**src/ctxPkg.sv**
```systemverilog
package ctxPkg;

	// default thread count of the controller
	localparam int NumThreads = 4;

	// --------------------
	// thread and request types
	// --------------------
	typedef logic [1:0] threadIdx_t;
	typedef logic [3:0] threadMask_t;

	typedef enum logic [1:0] {
		classAlloc  = 2'd0,
		classGetPar = 2'd1,
		classEndMsg = 2'd2,
		classTimer  = 2'd3
	} reqClass_t;

	// one pending bit per request class
	typedef logic [3:0] classMask_t;

	// --------------------
	// host write port
	// --------------------
	typedef enum logic [3:0] {
		portMainCtrl  = 4'd3,
		portLength    = 4'd6,
		portSelector  = 4'd7,
		portWriteAddr = 4'd8,
		portService   = 4'd14
	} ioPort_t;

	typedef enum logic [2:0] {
		cmdNone        = 3'd0,
		cmdWrite       = 3'd1,
		cmdClear       = 3'd2,
		cmdFreeSlot    = 3'd3,
		cmdCalc        = 3'd4,
		cmdSearch      = 3'd5,
		cmdEmptyFree   = 3'd6,
		cmdEmptySearch = 3'd7
	} cacheCmd_t;

	typedef enum logic [1:0] {
		memHold  = 2'd0,
		memClear = 2'd1,
		memAdd   = 2'd2,
		memSub   = 2'd3
	} freeMemOp_t;

	// cache entry, selector in the upper bits
	typedef struct packed {
		logic [23:0] selector;
		logic [31:0] length;
	} cacheEntry_t;

	typedef logic [39:0] memSize_t;

	// --------------------
	// main control word fields
	// --------------------
	localparam int CoreStartBit = 3;
	localparam int CacheCmdLsb  = 4;
	localparam int CacheCmdMsb  = 7;
	localparam int ReadyBit     = 11;
	localparam int FreeOpLsb    = 12;
	localparam int FreeOpMsb    = 13;
	localparam int CoreStopBit  = 16;
	localparam int CoreContBit  = 17;
	localparam int ThreadLsb    = 18;
	localparam int ThreadMsb    = 19;
	localparam int ThreadEnBit  = 21;

endpackage

```
**src/cacheCmdIf.sv**
```systemverilog
`timescale 1ns/1ns

interface cacheCmdIf import ctxPkg::*; #(
	parameter int AddrWidth = 8
) ();

	// command side, owned by the port decoder
	cacheCmd_t              cmd;
	logic [31:0]            length;
	logic [23:0]            selector;
	logic [AddrWidth-1:0]   writeAddr;

	// status and results from the cache
	logic                   busy;
	logic                   found;
	cacheEntry_t            foundEntry;
	logic [AddrWidth-1:0]   foundAddr;
	memSize_t               cachedMem;

	modport decoder (
		output cmd, length, selector, writeAddr,
		input  busy
	);

	modport cache (
		input  cmd, length, selector, writeAddr,
		output busy, found, foundEntry, foundAddr, cachedMem
	);

endinterface

```
**src/ioPortDecoder.sv**
```systemverilog
`timescale 1ns/1ns

module ioPortDecoder import ctxPkg::*; #(
	parameter int NumThreads = ctxPkg::NumThreads
) (
	input  logic        CLK,
	input  logic        RESETn,
	input  logic        cena,
	input  logic        ioReq,
	input  ioPort_t     ioPort,
	input  logic [31:0] ioData,
	input  threadMask_t allocSel,
	input  threadMask_t getParSel,
	input  threadMask_t endMsgSel,
	input  threadMask_t timerSel,
	input  threadMask_t timerReq,
	output logic        ioAck,
	output classMask_t  grant,
	output threadIdx_t  threadSel,
	output threadMask_t coreStart,
	output threadMask_t coreStop,
	output threadMask_t coreCont,
	output logic        ready,
	output memSize_t    freeMem,
	cacheCmdIf.decoder  cache
);

	localparam int AddrWidth = $bits(cache.writeAddr);

	logic        reqSeen;
	logic        needIdle;
	logic        writeStb;
	logic        mainWr;
	logic        svcWr;
	cacheCmd_t   cmdField;
	reqClass_t   svcClass;
	threadMask_t classSel;
	threadMask_t selMask;
	freeMemOp_t  memOp;

	function automatic threadIdx_t maskToIdx(threadMask_t mask);
		threadIdx_t idx;
		idx = '0;
		for (int i = 0; i < NumThreads; i++) begin
			if (mask[i])
				idx = threadIdx_t'(i);
		end
		return idx;
	endfunction

	// --------------------
	// handshake and decode
	// --------------------
	// codes 8..15 in the command field do nothing
	assign cmdField = ioData[CacheCmdMsb] ? cmdNone
		: cacheCmd_t'(ioData[CacheCmdMsb-1:CacheCmdLsb]);
	assign needIdle = (ioPort == portMainCtrl && cmdField != cmdNone) || ioPort == portWriteAddr;
	// hold the ack back while the cache is still working
	assign writeStb = reqSeen && !ioAck && !(cache.busy && needIdle);
	assign mainWr = writeStb && ioPort == portMainCtrl;
	assign svcWr = writeStb && ioPort == portService;
	assign svcClass = reqClass_t'(ioData[1:0]);
	assign memOp = freeMemOp_t'(ioData[FreeOpMsb:FreeOpLsb]);
	assign selMask = threadMask_t'(1) << threadSel;
	assign cache.cmd = mainWr ? cmdField : cmdNone;

	always_comb begin
		grant = '0;
		if (svcWr)
			grant[svcClass] = 1'b1;
		case (svcClass)
			classAlloc:  classSel = allocSel;
			classGetPar: classSel = getParSel;
			classEndMsg: classSel = endMsgSel;
			default:     classSel = timerSel;
		endcase
	end

	// --------------------
	// control registers
	// --------------------
	always_ff @(posedge CLK) begin
		if (!RESETn) begin
			reqSeen <= 1'b0;
			ioAck <= 1'b0;
			threadSel <= '0;
			coreStart <= '0;
			coreStop <= '0;
			coreCont <= '0;
			ready <= 1'b0;
			freeMem <= '0;
		end else begin
			reqSeen <= ioReq;
			if (writeStb)
				ioAck <= 1'b1;
			else if (!reqSeen)
				ioAck <= 1'b0;

			// pulses go to the thread selected before this write
			coreStart <= (mainWr && ioData[CoreStartBit]) ? selMask : '0;
			coreStop <= ((mainWr && ioData[CoreStopBit]) ? selMask : '0) | timerReq;
			coreCont <= (mainWr && ioData[CoreContBit]) ? selMask : '0;
			ready <= (ready | (mainWr & ioData[ReadyBit])) & cena;

			if (mainWr && ioData[ThreadEnBit])
				threadSel <= ioData[ThreadMsb:ThreadLsb];
			else if (svcWr && |classSel)
				threadSel <= maskToIdx(classSel);

			// free space accumulator
			if (mainWr) begin
				case (memOp)
					memClear: freeMem <= '0;
					memAdd:   freeMem <= freeMem + memSize_t'(cache.length);
					memSub:   freeMem <= freeMem - memSize_t'(cache.length) - memSize_t'(1);
					default:  freeMem <= freeMem;
				endcase
			end
		end
	end

	// operand registers for the cache
	always_ff @(posedge CLK) begin
		if (writeStb) begin
			case (ioPort)
				portLength:    cache.length <= ioData;
				portSelector:  cache.selector <= ioData[23:0];
				portWriteAddr: cache.writeAddr <= ioData[AddrWidth-1:0];
				default: ;
			endcase
		end
	end

endmodule

```
**src/flat_wrapper.sv**
```systemverilog
// flat-port wrapper written by rule: the top's interface ports become plain ports
module ioPortDecoder_flat import ctxPkg::*;
#(
	parameter int NumThreads = ctxPkg::NumThreads
)
  (CLK, RESETn, cena, ioReq, ioPort, ioData, allocSel, getParSel, endMsgSel, timerSel, timerReq, ioAck, grant, threadSel, coreStart, coreStop, coreCont, ready, freeMem, cache_cmd, cache_length, cache_selector, cache_writeAddr, cache_busy);
  cacheCmdIf cache_i ();
  input  logic CLK;
  input  logic RESETn;
  input  logic cena;
  input  logic ioReq;
  input  ioPort_t ioPort;
  input  logic [31:0] ioData;
  input  threadMask_t allocSel;
  input  threadMask_t getParSel;
  input  threadMask_t endMsgSel;
  input  threadMask_t timerSel;
  input  threadMask_t timerReq;
  output logic ioAck;
  output classMask_t grant;
  output threadIdx_t threadSel;
  output threadMask_t coreStart;
  output threadMask_t coreStop;
  output threadMask_t coreCont;
  output logic ready;
  output memSize_t freeMem;
  output wire logic [$bits(cache_i.cmd)-1:0] cache_cmd;
  output wire logic [$bits(cache_i.length)-1:0] cache_length;
  output wire logic [$bits(cache_i.selector)-1:0] cache_selector;
  output wire logic [$bits(cache_i.writeAddr)-1:0] cache_writeAddr;
  input wire logic [$bits(cache_i.busy)-1:0] cache_busy;
  assign cache_cmd = cache_i.cmd;
  assign cache_length = cache_i.length;
  assign cache_selector = cache_i.selector;
  assign cache_writeAddr = cache_i.writeAddr;
  assign cache_i.busy = cache_busy;
  ioPortDecoder #(.NumThreads(NumThreads)) u_core (.CLK(CLK), .RESETn(RESETn), .cena(cena), .ioReq(ioReq), .ioPort(ioPort), .ioData(ioData), .allocSel(allocSel), .getParSel(getParSel), .endMsgSel(endMsgSel), .timerSel(timerSel), .timerReq(timerReq), .ioAck(ioAck), .grant(grant), .threadSel(threadSel), .coreStart(coreStart), .coreStop(coreStop), .coreCont(coreCont), .ready(ready), .freeMem(freeMem), .cache(cache_i));
endmodule
```
**config.mk**
```make
export PLATFORM = sky130hd
export DESIGN_NAME = ioPortDecoder_flat
export DESIGN_NICKNAME = d
export VERILOG_FILES = /design/src/ctxPkg.sv /design/src/cacheCmdIf.sv /design/src/ioPortDecoder.sv /design/src/flat_wrapper.sv
export SDC_FILE = /design/constraint.sdc
export NUM_CORES = 1
export LEC_CHECK = 0
export ABC_AREA = 1
export ABC_CLOCK_PERIOD_IN_PS = 8000
export BUFFER_PORTS_ARGS = -buffer_cell sky130_fd_sc_hd__buf_2
export CORE_MARGIN = 2
export CORE_UTILIZATION = 50
export CTS_CLUSTER_SIZE = 28
export DETAILED_ROUTE_END_ITERATION = 6
export PLACE_DENSITY = 0.73
export SYNTH_ARGS = -nofsm -noshare
export SYNTH_HDL_FRONTEND = slang
export SYNTH_SLANG_ARGS = --single-unit
export TNS_END_PERCENT = 30
```
**constraint.sdc**
```tcl
create_clock -name CLK -period 8 [get_ports CLK]
set_clock_uncertainty 0.2 [all_clocks]
set_input_delay 0.4 -clock CLK [delete_from_list [all_inputs] [get_ports CLK]]
set_output_delay 0.4 -clock CLK [all_outputs]
set_load 0.005 [all_outputs]
```
==> metrics.yaml, run 1 <==
placed_design:
  hpwlAfterDp_um: 28100
  place.gp.congestion: 0.974
  io_buffers: 187
  place_area_um2: 11000
  pre_cts_ws_ns: 4.84
sta:
  hold_viol_final: 0
  max_freq_ghz: 0.302
  tightest_slew_ns: 1.19
  setup-violations-final: 0
  slew_violations: 0
  fin_crit_sh_pct: 41.5
  period_needed_ns: 3.32
  rsz0062_at_grt: "no"
  whs_ns: 0.0235
  fin_ws_ns: 4.68
  relSlewSlack_pct: 20.3
  setup-tns-final_ns: 0
cts:
  cts_buffers: 17
  cts.sinks: 121
  clkTransAtPathRegs_ns: 0.06
  htree_levels: 4
  postCtsHoldBufs: 29
  insertion_delay_ns: 0.44
  clk_path_buf_depth: 2
  cts-resized-gates: 0
  post_cts_buffers: 0
  cts_tree: "built"
  clockRootBuffer: "clkbuf_16"
finish:
  diodes: 0
  seq_area_um2: 3060
  fin_nets: 1870
  final_common_cell: "nand2_1"
  drive_gt1_share_pct: 15.7
  num-fill-cells: 1914
  area_delta_synth_final_pct: 20.5
  design_area_um2: 11900
  layout_common_cells: "nand2_1 (432), inv_1 (243), nor2_1 (194)"
  multiInputGateArea_um2: 5650
worst_setup_path:
  reg2regPathDepth: 15
  crit_cells: 12
  path_buf_inv: 4
  start_kind: "primary input"
  path_max_fanout: 49
  worstPathRequired_ns: 8.11
  path_cells: "dlygate4sd3_1 -> buf_2 -> o21ai_1 -> a21oi_2 -> o21ai_2 -> nand2_2 -> nor2_8 -> o21ai_4 -> inv_2 -> nand3_1 -> o211ai_1 -> inv_1"
  cp-end-kind: "flip-flop"
  criticalPathCategory: "primary input to flip-flop"
  endpoint: "u_core.freeMem[20]"
  path_delay_family: "buffers and inverters"
  reg2reg_from: "u_core.cache.length[0]"
  cp_data_arrival_time_ns: 3.43
  r2r_slack_ns: 5.07
  critPathSlowestCell: "inv_2"
  max_stage_delay_ns: 0.90
  startpoint: "ioData[5]"
  reg2reg_to: "u_core.freeMem[24]"
logic_synthesis:
  synth_nets: 1669
  ys_ff_latch: 121
  ys_warn_count: 0
  synth_edf_count: 64
  avgSynthCellArea_um2: 6.40
  synth_cells: 1542
  yosysUniqueCellTypes: 44
  seq_area_frac_synth_pct: 31.0
  syn_area_um2: 9870
  synthArstFlopShare_pct: 0
  synthFlopType: "edfxtp_1"
outcome:
  outcome: "complete, no violations"
global_route:
  antenna_found_initial: 0
  grt_pass1_wl_um: 55900
  first_global_vias: 10312
  gr-total-overflow: 0
  grt_max_degree: 50
  grt_usage_pct: 35.6
drt:
  avgViaCountPerCell: 5.45
  drtAntennaViolNets: 0
  drtIter0Drc: 1162
  wl_um: 36800
  vias: 11020
  drt_pass1_iterations: 6
  drcViolationCount: 0
  wire_per_inst_um: 18.2
die:
  initial_utilization_pct: 50.9
  ios: 188
  die_h_um: 145
  core-area_um2: 19400
  rows: 51
  die-area_um2: 20900
  die_w_um: 145
power:
  pwr-share-seq_pct: 40.7
  switching_share_pct: 26.1
  power-per-cell-area_nw_per_um2: 137
  clockPowerShare_pct: 51.9
  finalPower_mw: 1.63
  p_switching_uw: 425
  combinationalPowerShare_pct: 7.5
  p_int_mw: 1.20
  power.leakage_nw: 6.17
  peakVddDrop_mv: 0.138
job:
  max-cap-violations: 0
hold_path:
  hp-class: "primary input to flip-flop"
==> worst min-delay path by stage <==
stage,from,to,slack (ns),depth (start not counted)
after global placement,u_core.ready,u_core.ready,0.24,2
after global routing,ioData[11],u_core.cache.selector[11],0.01,1
after CTS,timerReq[2],u_core.coreStop[2],0.003,3
after floorplan,u_core.ready,u_core.ready,0.24,2
final,ioData[11],u_core.cache.selector[11],0.02,1
after detailed placement,u_core.ready,u_core.ready,0.24,2
==> cells in the mapped netlist, types with 2 or more instances <==
| master | instances | share of area, % |
|---|---|---|
| and2_1 | 2 | 0.13 |
| a21oi_1 | 115 | 5.8 |
| o211ai_1 | 4 | 0.30 |
| or2_2 | 2 | 0.13 |
| inv_2 | 14 | 0.53 |
| and3_1 | 3 | 0.19 |
| nand3b_1 | 3 | 0.23 |
| nand4_1 | 6 | 0.38 |
| ha_1 | 64 | 8.1 |
| nand2_1 | 432 | 16 |
| nand3_1 | 108 | 5.5 |
| xor2_1 | 10 | 0.89 |
| o21ai_0 | 80 | 4.1 |
| a21oi_2 | 15 | 1.3 |
| nor2_2 | 4 | 0.25 |
| nand3_2 | 2 | 0.20 |
| o22ai_1 | 4 | 0.25 |
| a31oi_1 | 3 | 0.19 |
| clkbuf_1 | 9 | 0.34 |
| nor4_1 | 7 | 0.44 |
| o21bai_1 | 12 | 0.91 |
| inv_1 | 243 | 9.2 |
| o21ai_1 | 7 | 0.35 |
| nor3_2 | 2 | 0.20 |
| o21bai_2 | 2 | 0.23 |
| edfxtp_1 | 64 | 19 |
| o21ai_2 | 2 | 0.18 |
| buf_4 | 3 | 0.23 |
| a21o_1 | 2 | 0.15 |
| fa_1 | 2 | 0.41 |
| nand2_2 | 6 | 0.38 |
| nor2_1 | 194 | 7.4 |
| buf_2 | 23 | 1.2 |
| nor3_1 | 19 | 0.96 |
| o21a_1 | 8 | 0.61 |
| dfxtp_1 | 57 | 12 |
| buf_6 | 2 | 0.23 |
==> area by class of cell <==
type                            count  share of cell area [%]
Sequential cell                   121                    25.8
Timing Repair Buffer              221                    10.6
Tap cell                          265                    2.79
Clock buffer                       18                    3.61
Clock inverter                     14                    1.57
Multi-Input combinational cell   1124                    47.5
Inverter                          258                    8.14
==> sequential cells by signal, indices dropped and copies added (netlist names) <==
name                    count
u_core.cache.length        32
u_core.cache.selector      24
u_core.cache.writeAddr      8
u_core.coreCont             4
u_core.coreStart            4
u_core.coreStop             4
u_core.freeMem             40
u_core.ioAck                1
u_core.ready                1
u_core.reqSeen              1
u_core.threadSel            2
==> metal layers <==
| metal | GRT usage (%) | vias to the layer above | wire length [um] |
|---|---|---|---|
| met4 | 10.7 | 0 | 891 |
| li1 | - | 5314 | - |
| met5 | 0 | - | 0 |
| met3 | 6.89 | 73 | 3710 |
| met2 | 55.9 | 573 | 16100 |
| met1 | 49.8 | 5060 | 16200 |
==> power by group through the flow <==
stage               Clock [mW]  Combinational (mW)  Sequential, mW
CTS                      0.854               0.118           0.662
floorplan                    0              0.0576           0.675
finish                   0.844               0.121           0.662
detailed placement           0               0.107           0.676
global placement             0               0.106           0.676
global route             0.872               0.132           0.662
==> logic make-up after synthesis <==
kind of cell / Yosys count / share of synthesized area (%)
AND/OR/NAND/NOR: 791 / 33.0
buffers and inverters: 297 / 11.9
AO/OA/AOI/OAI: 257 / 14.7
flip-flops: 121 / 31.0
adder cells (fa/ha/maj): 66 / 8.52
XOR/XNOR: 10 / 0.887
==> through the flow <==
stage	utilization (%)	std cells
floorplan	-	1542
global placement	56.6	1960
detailed placement	56.6	1960
CTS	61.3	2021
global route	61.3	2021
finish	61.3	2021
Power figures use the tool's default switching activity.
==> run 2, diff against run 1 <==
--- a/config.mk
+++ b/config.mk
@@ -6,13 +6,13 @@
 export NUM_CORES = 1
 export LEC_CHECK = 0
 export ABC_AREA = 1
-export ABC_CLOCK_PERIOD_IN_PS = 8000
+export ABC_CLOCK_PERIOD_IN_PS = 2800
 export BUFFER_PORTS_ARGS = -buffer_cell sky130_fd_sc_hd__buf_2
 export CORE_MARGIN = 2
 export CORE_UTILIZATION = 50
 export CTS_CLUSTER_SIZE = 28
 export DETAILED_ROUTE_END_ITERATION = 6
-export PLACE_DENSITY = 0.73
+export PLACE_DENSITY = 0.76
 export SYNTH_ARGS = -nofsm -noshare
 export SYNTH_HDL_FRONTEND = slang
 export SYNTH_SLANG_ARGS = --single-unit
==> constraint.sdc (replaced) <==
create_clock -name CLK -period 2.8 [get_ports CLK]
set_clock_uncertainty 0.2 [all_clocks]
set_input_delay 0.14 -clock CLK [delete_from_list [all_inputs] [get_ports CLK]]
set_output_delay 0.14 -clock CLK [all_outputs]
set_load 0.005 [all_outputs]
==> run 2 against run 1 <==
Compared with the run above: core utilization is 3.3 points higher; power grew to 2.7 times the previous value; cell count is 3.5% higher; sequential power grew to 2.9 times the previous value; global-route usage is 0.43 points higher; critical path depth is 1 lower; wire length is 1.2% higher; via count is 3.6% higher; cell area is 5.3% higher; clock power grew to 2.6 times the previous value; sequential cell count stayed put.
==> metrics.yaml, run 2 (synthesis gave the netlist of run 1 again) <==
global_route:
  grt_max_degree: 33  # -34%
  groute.layer.met2.usage_pct: 56.9  # +1.0 points
  grt_pass1_wl_um: 56600  # +1.3%
  grtUsageMet1_pct: 48.2  # -1.6 points
  met3_usage_pct: 9.37  # +2.5 points
  first_global_vias: 10636  # +3.1%
  antenna_found_initial: 0  # unchanged
  gr-total-overflow: 0  # unchanged
  busiest_layer: "met2"
  grt_usage_pct: 36.1  # +0.43 points
die:
  initial_utilization_pct: 50.9  # unchanged
  die-area_um2: 20900  # unchanged
  die_w_um: 145  # unchanged
  rows: 51  # unchanged
  core-area_um2: 19400  # unchanged
  ios: 188  # unchanged
  die_h_um: 145  # unchanged
finish:
  final_common_cell: "nand2_1"
  num-fill-cells: 1783  # -6.8%
  largest_reg_flops: 40  # unchanged
  diodes: 0  # unchanged
  final_util_pct: 64.6  # +3.3 points
  area_delta_synth_final_pct: 26.9
  drive_gt1_share_pct: 20.0  # +4.3 points
  layout_common_cells: "nand2_1 (427), inv_1 (243), nor2_1 (187), buf_2 (187), a21oi_1 (112)"
  fin_nets: 1941  # +3.8%
  top_register: "u_core.freeMem"
  reg.largest.list: "u_core.freeMem: 40 flops, u_core.cache.length: 32 flops, u_core.cache.selector: 24 flops"
sta:
  tightest_slew_ns: 0.618  # -0.574 ns
  relSlewSlack_pct: 58.7  # +38 points
  hold_viol_final: 0  # unchanged
  setup-tns-final_ns: 0  # unchanged
  max_freq_ghz: 0.369
  setup-violations-final: 0  # unchanged
  fin_crit_sh_pct: 96.9
  period_needed_ns: 2.71
  whs_ns: 0.00875  # -0.0147 ns
  rsz0062_at_grt: "yes"
  slew_violations: 0  # unchanged
drt:
  drtIter0Drc: 1173  # +0.95%
  drt_pass1_iterations: 6  # unchanged
  vias: 11414  # +3.6%
  drtAntennaViolNets: 0  # unchanged
  wire_per_inst_um: 17.8  # -2.2%
  wl_um: 37300  # +1.2%
  drcViolationCount: 0  # unchanged
  avgViaCountPerCell: 5.46  # about the same
worst_setup_path:
  worstPathRequired_ns: 2.96  # -5.15 ns
  cp-end-kind: "flip-flop"
  criticalPathCategory: "flip-flop to flip-flop"
  path_max_fanout: 7  # -86%
  critPathSlowestCell: "dfxtp_1"
  path_delay_family: "simple AND/OR/NAND/NOR gates"
  cp_data_arrival_time_ns: 2.87  # -0.56 ns
  crit_top_cell: "nand2_1"
  start_kind: "flip-flop"
  path_cells: "ha_1 -> nand2_1 -> inv_1 -> a21oi_1 -> o21ai_0 -> nand3b_1 -> nand2_1 -> nand2_1 -> o21ai_1 -> nand2_1 -> a21oi_2"
  path_buf_inv: 1  # -3
  max_stage_delay_ns: 0.45  # -0.45 ns
outcome:
  outcome: "complete, no violations"
cts:
  cts_buffers: 17  # unchanged
  insertion_delay_ns: 0.43  # about the same
  cts_tree: "built"
  clkTransAtPathRegs_ns: 0.07  # about the same
  htree_levels: 4  # unchanged
  cts.sinks: 121  # unchanged
  clk_path_buf_depth: 2  # unchanged
  clockRootBuffer: "clkbuf_16"
job:
  max-cap-violations: 0  # unchanged
power:
  peakVddDrop_mv: 0.547  # +300%
  power-per-cell-area_nw_per_um2: 356  # +160%
  power.leakage_nw: 6.47  # +4.9%
placed_design:
  place.gp.congestion: 1.01  # +4.0%
  hpwlAfterDp_um: 28500  # +1.6%
  io_buffers: 187  # unchanged
hold_path:
  hp-class: "primary input to flip-flop"
-- run 2: changes by cell type in the layout (fill, tap and decap cells not counted), sizes merged --
cell / change
bufinv: -2
clkinvlp: +1
clkinv: +1
buf: +60
dlygate4sd3: +11
-- run 2: area by class of cell --
type                            instances  area, um^2  share of cell area (%)
Multi-Input combinational cell       1124        5780                    46.1
Sequential cell                       121        3060                    24.4
Timing Repair Buffer                  292        1820                    14.6
Inverter                              258         968                    7.73
Clock buffer                           18         429                    3.43
Tap cell                              265         332                    2.65
Clock inverter                         14         136                    1.09
-- run 2: power by group --
part | internal, mW | switching, mW | total (mW)
combinational | 0.150 | 0.230 | 0.380
sequential | 1.88 | 0.0103 | 1.89
clock | 1.24 | 0.954 | 2.20
-- run 2: metrics by stage --
| stage | cell area (um^2) | setup slack, ns | power [mW] | cells |
|---|---|---|---|---|
| after detailed placement | 11400 | 0.0423 | 2.25 | 2017 |
| after floorplan | 9890 | -0.181 | 2.09 | 1542 |
| final | 12500 | 0.0868 | 4.47 | 2092 |
| after global placement | 11400 | 0.0619 | 2.24 | 2017 |
| after global routing | 12500 | -0.0192 | 4.58 | 2092 |
| after CTS | 12400 | 0.00909 | 4.45 | 2089 |
-- run 2: final timing paths --
check,start,endpoint,slack [ns],depth (start not counted)
max,u_core.freeMem[17],u_core.freeMem[19],0.09,11
min,RESETn,u_core.freeMem[9],0.009,3
max reg2reg,u_core.freeMem[17],u_core.freeMem[19],0.09,11
min reg2reg,u_core.reqSeen,u_core.ioAck,0.27,2
-- run 2: worst reg2reg max path: stages (launching register included) --
cell and delay [ns]:
dfxtp_1 0.45, ha_1 0.40, nand2_1 0.23, inv_1 0.06, a21oi_1 0.24, o21ai_0 0.15
nand3b_1 0.28, nand2_1 0.11, nand2_1 0.05, o21ai_1 0.25, nand2_1 0.11, a21oi_2 0.12
-- run 2: repair_timing --
action                                 4_1_cts  5_1_grt
resized for setup                            0       34
setup buffers                                0        3
hold buffers                                40        0
endpoints found under the hold margin       81        0
setup endpoints to repair                    0       19
-- run 2: routing by layer --
metal | share of wire [%] | up-vias
li1 | - | 5455
met1 | 42 | 5256
met2 | 44 | 628
met3 | 11 | 75
met4 | 2.6 | 0
met5 | 0 | -
